`src/hdl/div_pkg.sv`:
```
/*
 * Divide unit definitions
 * Instruction layout, function codes, fault causes and the record
 * passed from the issue stage to the result stage.
 */

package div_pkg;

	// ==================================================
	// Instruction word
	// ==================================================

	// Decoded instruction as seen by the divide lane, opcode in the top bits
	typedef struct packed {
		logic [6:0] opcode;
		// Set when the divisor comes from the immediate field
		logic       imm_sel;
		logic [2:0] op3;
		// Not looked at by this unit
		logic [4:0] rsvd;
	} div_instr_t;

	// Opcode of the divide group
	localparam logic [6:0] OP_DIV = 7'h1c;

	// Function codes, bit 2 selects the remainder and bit 0 marks unsigned
	localparam logic [2:0] FN_DIV  = 3'd0;
	localparam logic [2:0] FN_DIVU = 3'd1;
	localparam logic [2:0] FN_REM  = 3'd4;
	localparam logic [2:0] FN_REMU = 3'd5;

	// ==================================================
	// Results
	// ==================================================

	// Fault cause reported alongside each result
	typedef enum logic [1:0] {
		FLT_NONE  = 2'd0,
		FLT_DBZ   = 2'd1,
		FLT_UNIMP = 2'd2
	} cause_t;

	// Decoded operation held by the issue stage until the result is written
	typedef struct packed {
		logic want_rem;
		logic legal;
		logic is_div;
	} div_op_t;

	// Filler returned for an opcode outside the divide group
	localparam logic [15:0] FILL16 = 16'hdead;

endpackage

```
`src/hdl/div_issue.sv`:
```
/*
 * Divide issue stage
 * Decodes the instruction, picks the divisor and captures the operands
 * on an accepted load, then starts the divider and tracks busy.
 */

`timescale 1ns/1ps

module div_issue #(
	parameter int WID = 32
) (
	input  logic                clk,
	input  logic                rst_n,
	input  logic                ld,
	input  div_pkg::div_instr_t ir,
	input  logic [WID-1:0]      a,
	input  logic [WID-1:0]      b,
	input  logic [WID-1:0]      imm,
	input  logic                core_done,
	output logic                start,
	output logic                signed_op,
	output logic [WID-1:0]      dividend,
	output logic [WID-1:0]      divisor,
	output div_pkg::div_op_t    op,
	output logic                busy
);

	// A load counts only while the unit is idle
	logic             accept;
	div_pkg::div_op_t dec_op;

	assign accept = ld & ~busy;

	// ==================================================
	// Decode
	// ==================================================
	always_comb
	begin
		dec_op.is_div = (ir.opcode == div_pkg::OP_DIV);
		dec_op.want_rem = ir.op3[2];
		case (ir.op3)
		div_pkg::FN_DIV, div_pkg::FN_DIVU, div_pkg::FN_REM, div_pkg::FN_REMU:
			dec_op.legal = 1'b1;
		default:
			dec_op.legal = 1'b0;
		endcase
	end

	// Start pulses for one cycle after the accepted load; busy holds until the core is done
	always_ff @(posedge clk)
	begin
		if (!rst_n)
		begin
			start <= 1'b0;
			busy <= 1'b0;
		end
		else
		begin
			start <= accept;
			if (accept)
				busy <= 1'b1;
			else if (core_done)
				busy <= 1'b0;
		end
	end

	// Operands and decoded op stay put for the whole run
	always_ff @(posedge clk)
	begin
		if (accept)
		begin
			dividend <= a;
			divisor <= ir.imm_sel ? imm : b;
			// Odd function codes are the unsigned forms
			signed_op <= ~ir.op3[0];
			op <= dec_op;
		end
	end

	// The core finishes only a run in flight here, never on top of a fresh start
	a_done_in_run: assert property (@(posedge clk) disable iff (!rst_n)
		core_done |-> (busy && !start));

endmodule

```
`src/hdl/div_core.sv`:
```
/*
 * Radix-2 restoring divider
 * Produces quotient and remainder one bit per clock for signed or
 * unsigned operands, with a fixed latency even on divide by zero.
 */

`timescale 1ns/1ps

module div_core #(
	parameter int WID = 32
) (
	input  logic           clk,
	input  logic           rst_n,
	input  logic           start,
	input  logic           signed_op,
	input  logic [WID-1:0] dividend,
	input  logic [WID-1:0] divisor,
	output logic [WID-1:0] q,
	output logic [WID-1:0] r,
	output logic           dbz,
	output logic           core_done
);

	// Counter wide enough to hold WID itself
	localparam int CW = $clog2(WID + 1);

	logic [CW-1:0]  count;
	// Quotient shifts in from the right as the dividend shifts out on the left
	logic [WID-1:0] quo;
	logic [WID-1:0] rem;
	logic [WID-1:0] dvs;
	logic           neg_q;
	logic           neg_r;
	logic           a_neg;
	logic           b_neg;
	logic [WID-1:0] a_mag;
	logic [WID-1:0] b_mag;
	logic [WID:0]   trial;
	logic [WID:0]   diff;

	// ==================================================
	// Operand magnitudes
	// ==================================================

	// Unsigned operations never see a sign
	assign a_neg = signed_op & dividend[WID-1];
	assign b_neg = signed_op & divisor[WID-1];
	assign a_mag = a_neg ? -dividend : dividend;
	assign b_mag = b_neg ? -divisor : divisor;

	// Shifted partial remainder with the next dividend bit, and the trial subtraction
	assign trial = {rem, quo[WID-1]};
	assign diff = trial - {1'b0, dvs};

	// ==================================================
	// Sequencing
	// ==================================================

	// Count is loaded on start and runs down once per iteration
	always_ff @(posedge clk)
	begin
		if (!rst_n)
		begin
			count <= '0;
			core_done <= 1'b0;
		end
		else
		begin
			core_done <= 1'b0;
			if (start)
				count <= CW'(WID);
			else if (count != '0)
			begin
				count <= count - 1'b1;
				// The last iteration raises done for one cycle
				core_done <= (count == CW'(1));
			end
		end
	end

	// Datapath registers
	always_ff @(posedge clk)
	begin
		if (start)
		begin
			quo <= a_mag;
			rem <= '0;
			dvs <= b_mag;
			neg_q <= a_neg ^ b_neg;
			neg_r <= a_neg;
			dbz <= (divisor == '0);
		end
		else if (count != '0)
		begin
			// Keep the difference when it did not go negative
			if (!diff[WID])
			begin
				rem <= diff[WID-1:0];
				quo <= {quo[WID-2:0], 1'b1};
			end
			else
			begin
				rem <= trial[WID-1:0];
				quo <= {quo[WID-2:0], 1'b0};
			end
		end
	end

	// ==================================================
	// Sign fix-up
	// ==================================================

	// A zero divisor leaves the dividend magnitude in rem, so the signed
	// remainder comes back as the original dividend without extra logic.
	// Most-negative over minus one wraps back to most-negative here too
	assign q = dbz ? '1 : (neg_q ? -quo : quo);
	assign r = neg_r ? -rem : rem;

	// A new run only starts once the previous one has counted out
	a_start_idle: assert property (@(posedge clk) disable iff (!rst_n)
		start |-> (count == '0));

endmodule

```
`src/hdl/div_result.sv`:
```
/*
 * Divide result stage
 * Picks quotient or remainder, assigns the fault cause and registers
 * the result with a one-cycle done pulse.
 */

`timescale 1ns/1ps

module div_result #(
	parameter int WID = 32
) (
	input  logic             clk,
	input  logic             rst_n,
	input  logic             core_done,
	input  logic [WID-1:0]   q,
	input  logic [WID-1:0]   r,
	input  logic             core_dbz,
	input  div_pkg::div_op_t op,
	output logic [WID-1:0]   o,
	output logic             done,
	output logic             dbz,
	output div_pkg::cause_t  cause
);

	logic [WID-1:0]  res_d;
	div_pkg::cause_t cause_d;

	// ==================================================
	// Result select
	// ==================================================
	always_comb
	begin
		res_d = '0;
		cause_d = div_pkg::FLT_NONE;
		if (!op.is_div)
		begin
			// Outside the divide group the lane returns the filler pattern
			res_d = {(WID/16){div_pkg::FILL16}};
			cause_d = div_pkg::FLT_UNIMP;
		end
		else if (!op.legal)
			cause_d = div_pkg::FLT_UNIMP;
		else
		begin
			res_d = op.want_rem ? r : q;
			cause_d = core_dbz ? div_pkg::FLT_DBZ : div_pkg::FLT_NONE;
		end
	end

	// Output registers hold their value until the next run completes
	always_ff @(posedge clk)
	begin
		if (!rst_n)
		begin
			o <= '0;
			done <= 1'b0;
			dbz <= 1'b0;
			cause <= div_pkg::FLT_NONE;
		end
		else
		begin
			done <= core_done;
			if (core_done)
			begin
				o <= res_d;
				cause <= cause_d;
				// Only a legal divide can report a zero divisor
				dbz <= (cause_d == div_pkg::FLT_DBZ);
			end
		end
	end

	// The cause must be a defined code whenever a result is presented
	a_cause_known: assert property (@(posedge clk) disable iff (!rst_n)
		done |-> !$isunknown(cause));

endmodule

```
`src/hdl/div_unit.sv`:
```
/*
 * Integer divide functional unit
 * Issue, iterative core and result stages on a single clock.
 */

`timescale 1ns/1ps

module div_unit #(
	parameter int WID = 32
) (
	input  logic                clk,
	input  logic                rst_n,
	input  logic                ld,
	input  div_pkg::div_instr_t ir,
	input  logic [WID-1:0]      a,
	input  logic [WID-1:0]      b,
	input  logic [WID-1:0]      imm,
	output logic [WID-1:0]      o,
	output logic                done,
	output logic                dbz,
	output div_pkg::cause_t     cause,
	output logic                busy
);

	// Issue to core
	logic             start;
	logic             signed_op;
	logic [WID-1:0]   dividend;
	logic [WID-1:0]   divisor;
	// Issue to result
	div_pkg::div_op_t op;
	// Core to result
	logic [WID-1:0]   q;
	logic [WID-1:0]   r;
	logic             core_dbz;
	logic             core_done;

	div_issue #(.WID(WID)) i_div_issue (
		.clk(clk), .rst_n(rst_n), .ld(ld), .ir(ir), .a(a), .b(b), .imm(imm),
		.core_done(core_done), .start(start), .signed_op(signed_op),
		.dividend(dividend), .divisor(divisor), .op(op), .busy(busy)
	);

	div_core #(.WID(WID)) i_div_core (
		.clk(clk), .rst_n(rst_n), .start(start), .signed_op(signed_op),
		.dividend(dividend), .divisor(divisor), .q(q), .r(r),
		.dbz(core_dbz), .core_done(core_done)
	);

	div_result #(.WID(WID)) i_div_result (
		.clk(clk), .rst_n(rst_n), .core_done(core_done), .q(q), .r(r),
		.core_dbz(core_dbz), .op(op), .o(o), .done(done), .dbz(dbz), .cause(cause)
	);

endmodule

```
`config.mk`:
```
export PLATFORM = sky130hd
export DESIGN_NAME = div_unit
export DESIGN_NICKNAME = d
export VERILOG_FILES = /design/src/hdl/div_pkg.sv /design/src/hdl/div_issue.sv /design/src/hdl/div_core.sv /design/src/hdl/div_result.sv /design/src/hdl/div_unit.sv
export SDC_FILE = /design/constraint.sdc
export NUM_CORES = 1
export LEC_CHECK = 0
export BUFFER_PORTS_ARGS = -buffer_cell sky130_fd_sc_hd__buf_4
export CAP_MARGIN = 20
export CELL_PAD_IN_SITES_DETAIL_PLACEMENT = 0
export CELL_PAD_IN_SITES_GLOBAL_PLACEMENT = 1
export CORE_MARGIN = 4
export CORE_UTILIZATION = 30
export CTS_BUF_LIST = sky130_fd_sc_hd__clkbuf_2
export DETAILED_ROUTE_END_ITERATION = 7
export PLACE_DENSITY = 0.64
export RECOVER_POWER = 25
export REMOVE_ABC_BUFFERS = 1
export SYNTH_ARGS = -nofsm -noshare
export SYNTH_HDL_FRONTEND = slang
export SYNTH_HIERARCHICAL = 1
export SYNTH_SLANG_ARGS = --single-unit
```
`constraint.sdc`:
```
create_clock -name clk -period 3.9 [get_ports clk]
set_clock_uncertainty 0.2 [all_clocks]
set_input_delay 0.585 -clock clk [delete_from_list [all_inputs] [get_ports clk]]
set_output_delay 0.585 -clock clk [all_outputs]
set_load 0.005 [all_outputs]
```
; ---- Word level (Yosys, flattened, before mapping)
; Index checks and enable logic that the tools add are counted.
[word_totals]
out_inout_bits = 37
ff_bits = 212
wordCells = 70
[classes]
n_addsub = 6
eq_ne = 6
bitwise_logic = 8
n_reduce_logical = 8
muxes = 21
[op_table]
columns = operator, n
row1 = $mux 32, 12
row2 = $neg 32->32, 4
row3 = $sub 33x32->33, 1
row4 = $logic_not 32->1, 1
row5 = $mux 6, 2
row6 = $eq 7x5->1 const B, 1
row7 = $eq 3x3->1 const B, 2
row8 = $eq 6x1->1 const B, 1
row9 = $reduce_bool 6->1, 1
row10 = $sub 6x1->6 const B, 1
row11 = $mux 1, 5
row12 = $mux 2, 2
row13 = $not 1->1, 4
row14 = $reduce_bool 2->1, 2
row15 = $reduce_or 4->1, 1
row16 = $and 1x1->1, 3
row17 = $eq 3x1->1 const B, 1
row18 = $logic_not 3->1, 1
row19 = $reduce_or 3->1, 1
row20 = $eq 2x1->1 const B, 1
row21 = $reduce_or 2->1, 1
row22 = $xor 1x1->1, 1

; ---- Longest topological paths before layout
[depth]
depth_word = 6
depth_mapped = 15

; ---- Modules after synthesis
; The synthesis kept the hierarchy.
[modules_own_cells]
columns = mod, cells_per_inst, n_inst, area_each_um2
row1 = div_core, 1018, 1, 8559.5
row2 = div_issue, 115, 1, 2680.1
row3 = div_result, 125, 1, 1629.1

; ---- Worst setup path after synthesis
; Ideal clock, no wire load.
[synth_timing]
path_kind = input to register
start = input ld
end = register i_div_issue.dividend[0], enable pin
required_time_ps = 3196
path_buffers = 0
arrival_ps = 3590
path_slack_ps = -393
cell_stages = 1
path_cell_list = nor2b_1
[synth_between]
elab_chain_len = 1
[synth_lines]
columns = item, line_no
row1 = start: declaration, div_unit.sv:13  ; input logic ld,
row2 = $and 1x1->1, div_issue.sv:32  ; assign accept = ld & ~busy;
row3 = end signal: assignment, div_issue.sv:72  ; dividend <= a;
row4 = end: declaration, div_issue.sv:22  ; output logic [WID-1:0] dividend,
; No other way between the ends.
; A chain may end at the register's enable or synchronous reset.

; ---- Worst setup path after layout
[layout_timing]
start = register i_div_core.quo[31]
end = register i_div_core.rem[0]
[layout_between]
elab_chain_len = 2
[layout_lines]
columns = item, line_no
row1 = start: declaration, div_core.sv:29  ; logic [WID-1:0] quo;
row2 = start signal: assignment, div_core.sv:86  ; quo <= a_mag;
row3 = start signal: assignment, div_core.sv:99  ; quo <= {quo[WID-2:0], 1'b1};
row4 = start signal: assignment, div_core.sv:104  ; quo <= {quo[WID-2:0], 1'b0};
row5 = $sub 33x32->33, div_core.sv:53  ; assign diff = trial - {1'b0, dvs};
row6 = $mux 32 (*), div_core.sv:96  ; if (!diff[WID])
row7 = end signal: assignment, div_core.sv:98  ; rem <= diff[WID-1:0];
row8 = end signal: assignment, div_core.sv:103  ; rem <= trial[WID-1:0];
row9 = end: declaration, div_core.sv:30  ; logic [WID-1:0] rem;
; Every way passes the cells marked *; elsewhere a longest branch is shown, timed or not.

==> metrics <==
most common cell in the netlist=sky130_fd_sc_hd__edfxtp_1; fmax=0.279 GHz; shortest period the worst path allows=3590 ps; power per cell area=621 nW/um^2; Finished Layout Cells=2,145; CP cell instances=inv_1, ha_1, fa_1, nand2b_1, a21oi_2, o211ai_1, a31oi_1, o211a_1, nor2_1, xnor2_2, buf_12, nand2_1, o211ai_1, a21oi_1; vias in the first global route=10,400; H-tree Lvls=2; layout overhead on the synthesized area=26.9%; number of nets in the final layout=1,708; peak supply drop=397 uV; proportion of register bits with asynchronous set or reset after synthesis=0; hold_sp=a[18]; DIE WIDTH=215 um; initial antenna violation count=3; Initial DRC Count=513; initial core utilization=0.305; transition at the pin with the smallest max-transition slack=2260 ps; Worst slew margin=-0.510; first drt pass iteration count=5; largest driver fanout on the critical path=37; M1 WL=16.1 mm; Top-Level Pins=152; chip height=215 um; share of post-route cells with drive strength above 1=0.211; post-synthesis instance total=1,258; grt ovf=0; dominant register cell in the synthesized netlist=sky130_fd_sc_hd__edfxtp_1; clk buf depth=3; cell with the biggest individual delay on the critical path=sky130_fd_sc_hd__fa_1; met3 wire length=1.68 mm; reg-to-reg critical path endpoint=i_div_core/rem[0]; largest stage delay on the critical path=380 ps; CTS clk-pin slew, worst paths=110 ps; Reg2Reg Setup Slack=310 ps; hpwl dp=25.7 mm; Design Power=10.1 mW; type of the worst min-delay path=input pin to flop; maximum number of pins on one net before global-route repair=70; final hold slack=169 ps; core region area=42,100 sq um; Synth top area share=0.315; post-synthesis cell area=12,900 sq um; setup violators final=0; global-route wire length before repair=55.4 mm; library cell occupying the most area in the post-synthesis netlist=sky130_fd_sc_hd__edfxtp_1; count of standard-cell rows=75; detail-routed via count per cell=4.84; Via Count=10,400; EDFF count, synth=135; number of cells traversed by the worst register-to-register path=14; Static Leak=6.71 nW; synthesis-stage register bit count=212; placed instance count=1,912; part of the cycle the worst path needs=0.919; post-CTS repair timing setup buffer count=0; antenna viol nets, final=0; element type at the critical path start=flop; routed wirelength normalized by instance count=16.3 um; proportion of synthesized chip area in sequential cells=0.435; clock tree from TritonCTS=yes; max-slew violation total from the final report=138; total clock sinks=212; # Max-Cap Violations=2; number of buffers inserted during clock tree synthesis=59; Netlist cell types=68; endpoint required time on the critical path=4440 ps; Die Area=46,300 sq um; Routed Wire Length=35.0 mm; final-layout fill cell count=4,202; Avg Inst Size Synth=10.2 sq um; global-route usage over all layers=0.148; failing checks=capacitance limit, slew limit; final weighted congestion of routability-driven global placement=0.860; port buffer count=146; highest routing layer actually used=met4; amount of wire on met2 after detailed routing=16.4 mm; dominant cells by area after synthesis=sky130_fd_sc_hd__edfxtp_1, sky130_fd_sc_hd__dfxtp_1, sky130_fd_sc_hd__xnor2_1, sky130_fd_sc_hd__mux2_4, sky130_fd_sc_hd__ha_1; Cells on Worst Hold Path=2; endpoint type of the worst setup path=flop; master cell of the clock root buffer=sky130_fd_sc_hd__clkbuf_2; kind of cell adding the most delay to the critical path=compound AO/OA/AOI/OAI gates; most frequent cells after synthesis=sky130_fd_sc_hd__edfxtp_1, sky130_fd_sc_hd__nor2_1, sky130_fd_sc_hd__nand2_1; warnings from Yosys=6; Most common cell on crit path=sky130_fd_sc_hd__o211ai_1; end of the worst hold path=i_div_issue/dividend[18]; sum of buffers and inverters on the critical path=2; outcome=complete, but fails checks; data arrival time of the critical path=4120 ps; startpoint-to-endpoint class of the critical path=flop to flop; RSZ-0062 raised after global routing=false; Worst R2R Start=i_div_core/quo[31]; final number of hold-violating endpoints=0; drc violations=0; clock insertion delay at the later pin of the skew report=980 ps
cell usage in the layout (no fill, tap or decap), types with 11 or more instances in the layout:
master                            n
sky130_fd_sc_hd__buf_4          104
sky130_fd_sc_hd__a21oi_1         95
sky130_fd_sc_hd__a211oi_1        29
sky130_fd_sc_hd__o2bb2ai_1       11
sky130_fd_sc_hd__inv_1           58
sky130_fd_sc_hd__mux2_4          49
sky130_fd_sc_hd__dfxtp_1         77
sky130_fd_sc_hd__clkbuf_4        68
sky130_fd_sc_hd__xor2_1          53
sky130_fd_sc_hd__and3_1          13
sky130_fd_sc_hd__mux2i_1         35
sky130_fd_sc_hd__a21o_1          18
sky130_fd_sc_hd__nand2b_1        17
sky130_fd_sc_hd__xnor2_1         92
sky130_fd_sc_hd__nor3_1          29
sky130_fd_sc_hd__clkinv_1        20
sky130_fd_sc_hd__or3_1           14
sky130_fd_sc_hd__dlygate4sd3_1  119
sky130_fd_sc_hd__o41ai_1         12
sky130_fd_sc_hd__or4_1           12
sky130_fd_sc_hd__clkbuf_2        80
sky130_fd_sc_hd__o21ai_0         33
sky130_fd_sc_hd__edfxtp_1       135
sky130_fd_sc_hd__a221o_1         23
sky130_fd_sc_hd__o31ai_1         26
sky130_fd_sc_hd__ha_1            39
sky130_fd_sc_hd__o21ai_1         17
sky130_fd_sc_hd__nor2_1         103
sky130_fd_sc_hd__nand2_1         98
flip-flops by register name (all words and copies together) (netlist names), 2 cells and up:
signal,count
i_div_core/dvs,32
i_div_core/quo,32
i_div_core/rem,32
i_div_issue/dividend,32
i_div_issue/divisor,32
i_div_result/o,32
i_div_core/count,6
i_div_issue/op,3
i_div_result/cause,2
cell type report:
class	count	area (sq um)	area share
Clock buffer	79	395	0.0242
Sequential cell	212	5600	0.343
Multi-Input combinational cell	928	6740	0.412
Tap cell	539	674	0.0413
Inverter	58	218	0.0133
Clock inverter	31	179	0.0110
Antenna cell	4	10.0	0.000613
Timing Repair Buffer	294	2530	0.155
per-layer routing:
layer  vias up  GRT usage
li1       5244          -
met1      4882      0.195
met2       201      0.245
met3        55     0.0318
met4         0     0.0477
met5         -          0
worst register-to-register path, stage by stage, from the launching register on:
cell and delay [ps]:
sky130_fd_sc_hd__edfxtp_1 370, sky130_fd_sc_hd__inv_1 110, sky130_fd_sc_hd__ha_1 250, sky130_fd_sc_hd__fa_1 380, sky130_fd_sc_hd__nand2b_1 200, sky130_fd_sc_hd__a21oi_2 240
sky130_fd_sc_hd__o211ai_1 170, sky130_fd_sc_hd__a31oi_1 280, sky130_fd_sc_hd__o211a_1 240, sky130_fd_sc_hd__nor2_1 110, sky130_fd_sc_hd__xnor2_2 210, sky130_fd_sc_hd__buf_12 260
sky130_fd_sc_hd__nand2_1 140, sky130_fd_sc_hd__o211ai_1 100, sky130_fd_sc_hd__a21oi_1 90
how the worst max path moves through the flow:
stage | from | end | slack [ps] | depth (start not counted)
global placement | i_div_core/rem[6] | i_div_result/o[31] | 310 | 10
detailed placement | i_div_core/quo[31] | i_div_core/rem[3] | 280 | 13
finish | i_div_core/quo[31] | i_div_core/rem[0] | 310 | 14
global route | i_div_core/rem[6] | i_div_result/o[31] | 50 | 10
floorplan | i_div_core/quo[31] | i_div_core/rem[10] | -1210 | 12
CTS | i_div_core/quo[31] | i_div_core/rem[3] | 260 | 13
cell families after synthesis:
| family | after synthesis | share of synthesized area |
|---|---|---|
| simple gates | 340 | 0.131 |
| mux | 91 | 0.0905 |
| buf+inv | 118 | 0.0434 |
| xor+xnor | 146 | 0.0994 |
| flops | 212 | 0.435 |
| compound gates | 311 | 0.162 |
| fa+ha+maj | 40 | 0.0395 |
where the power goes:
part           internal, mW  switching [mW]  leakage, nW
Sequential             3.01           0.657         1.92
Combinational          2.26            2.51         4.36
Clock                 0.700           0.997        0.423
Total                  5.98            4.17         6.71
per-stage QoR:
step	util	TNS, ps	setup slack (ps)	cell area (sq um)
3_5_place_dp	0.346	0	282	14600
2_1_floorplan	-	-75020	-1210	12500
3_3_place_gp	0.346	0	311	14600
5_1_grt	0.388	0	52.4	16300
6_report	0.388	0	314	16300
4_1_cts	0.388	0	265	16300
what timing repair did:
item / CTS / global route
hold endpoints to repair: 81 / 0
resized for setup: 0 / 1
setup endpoints to repair: 0 / 1
hold buffers: 119 / 0
Power figures use the tool's default switching activity.
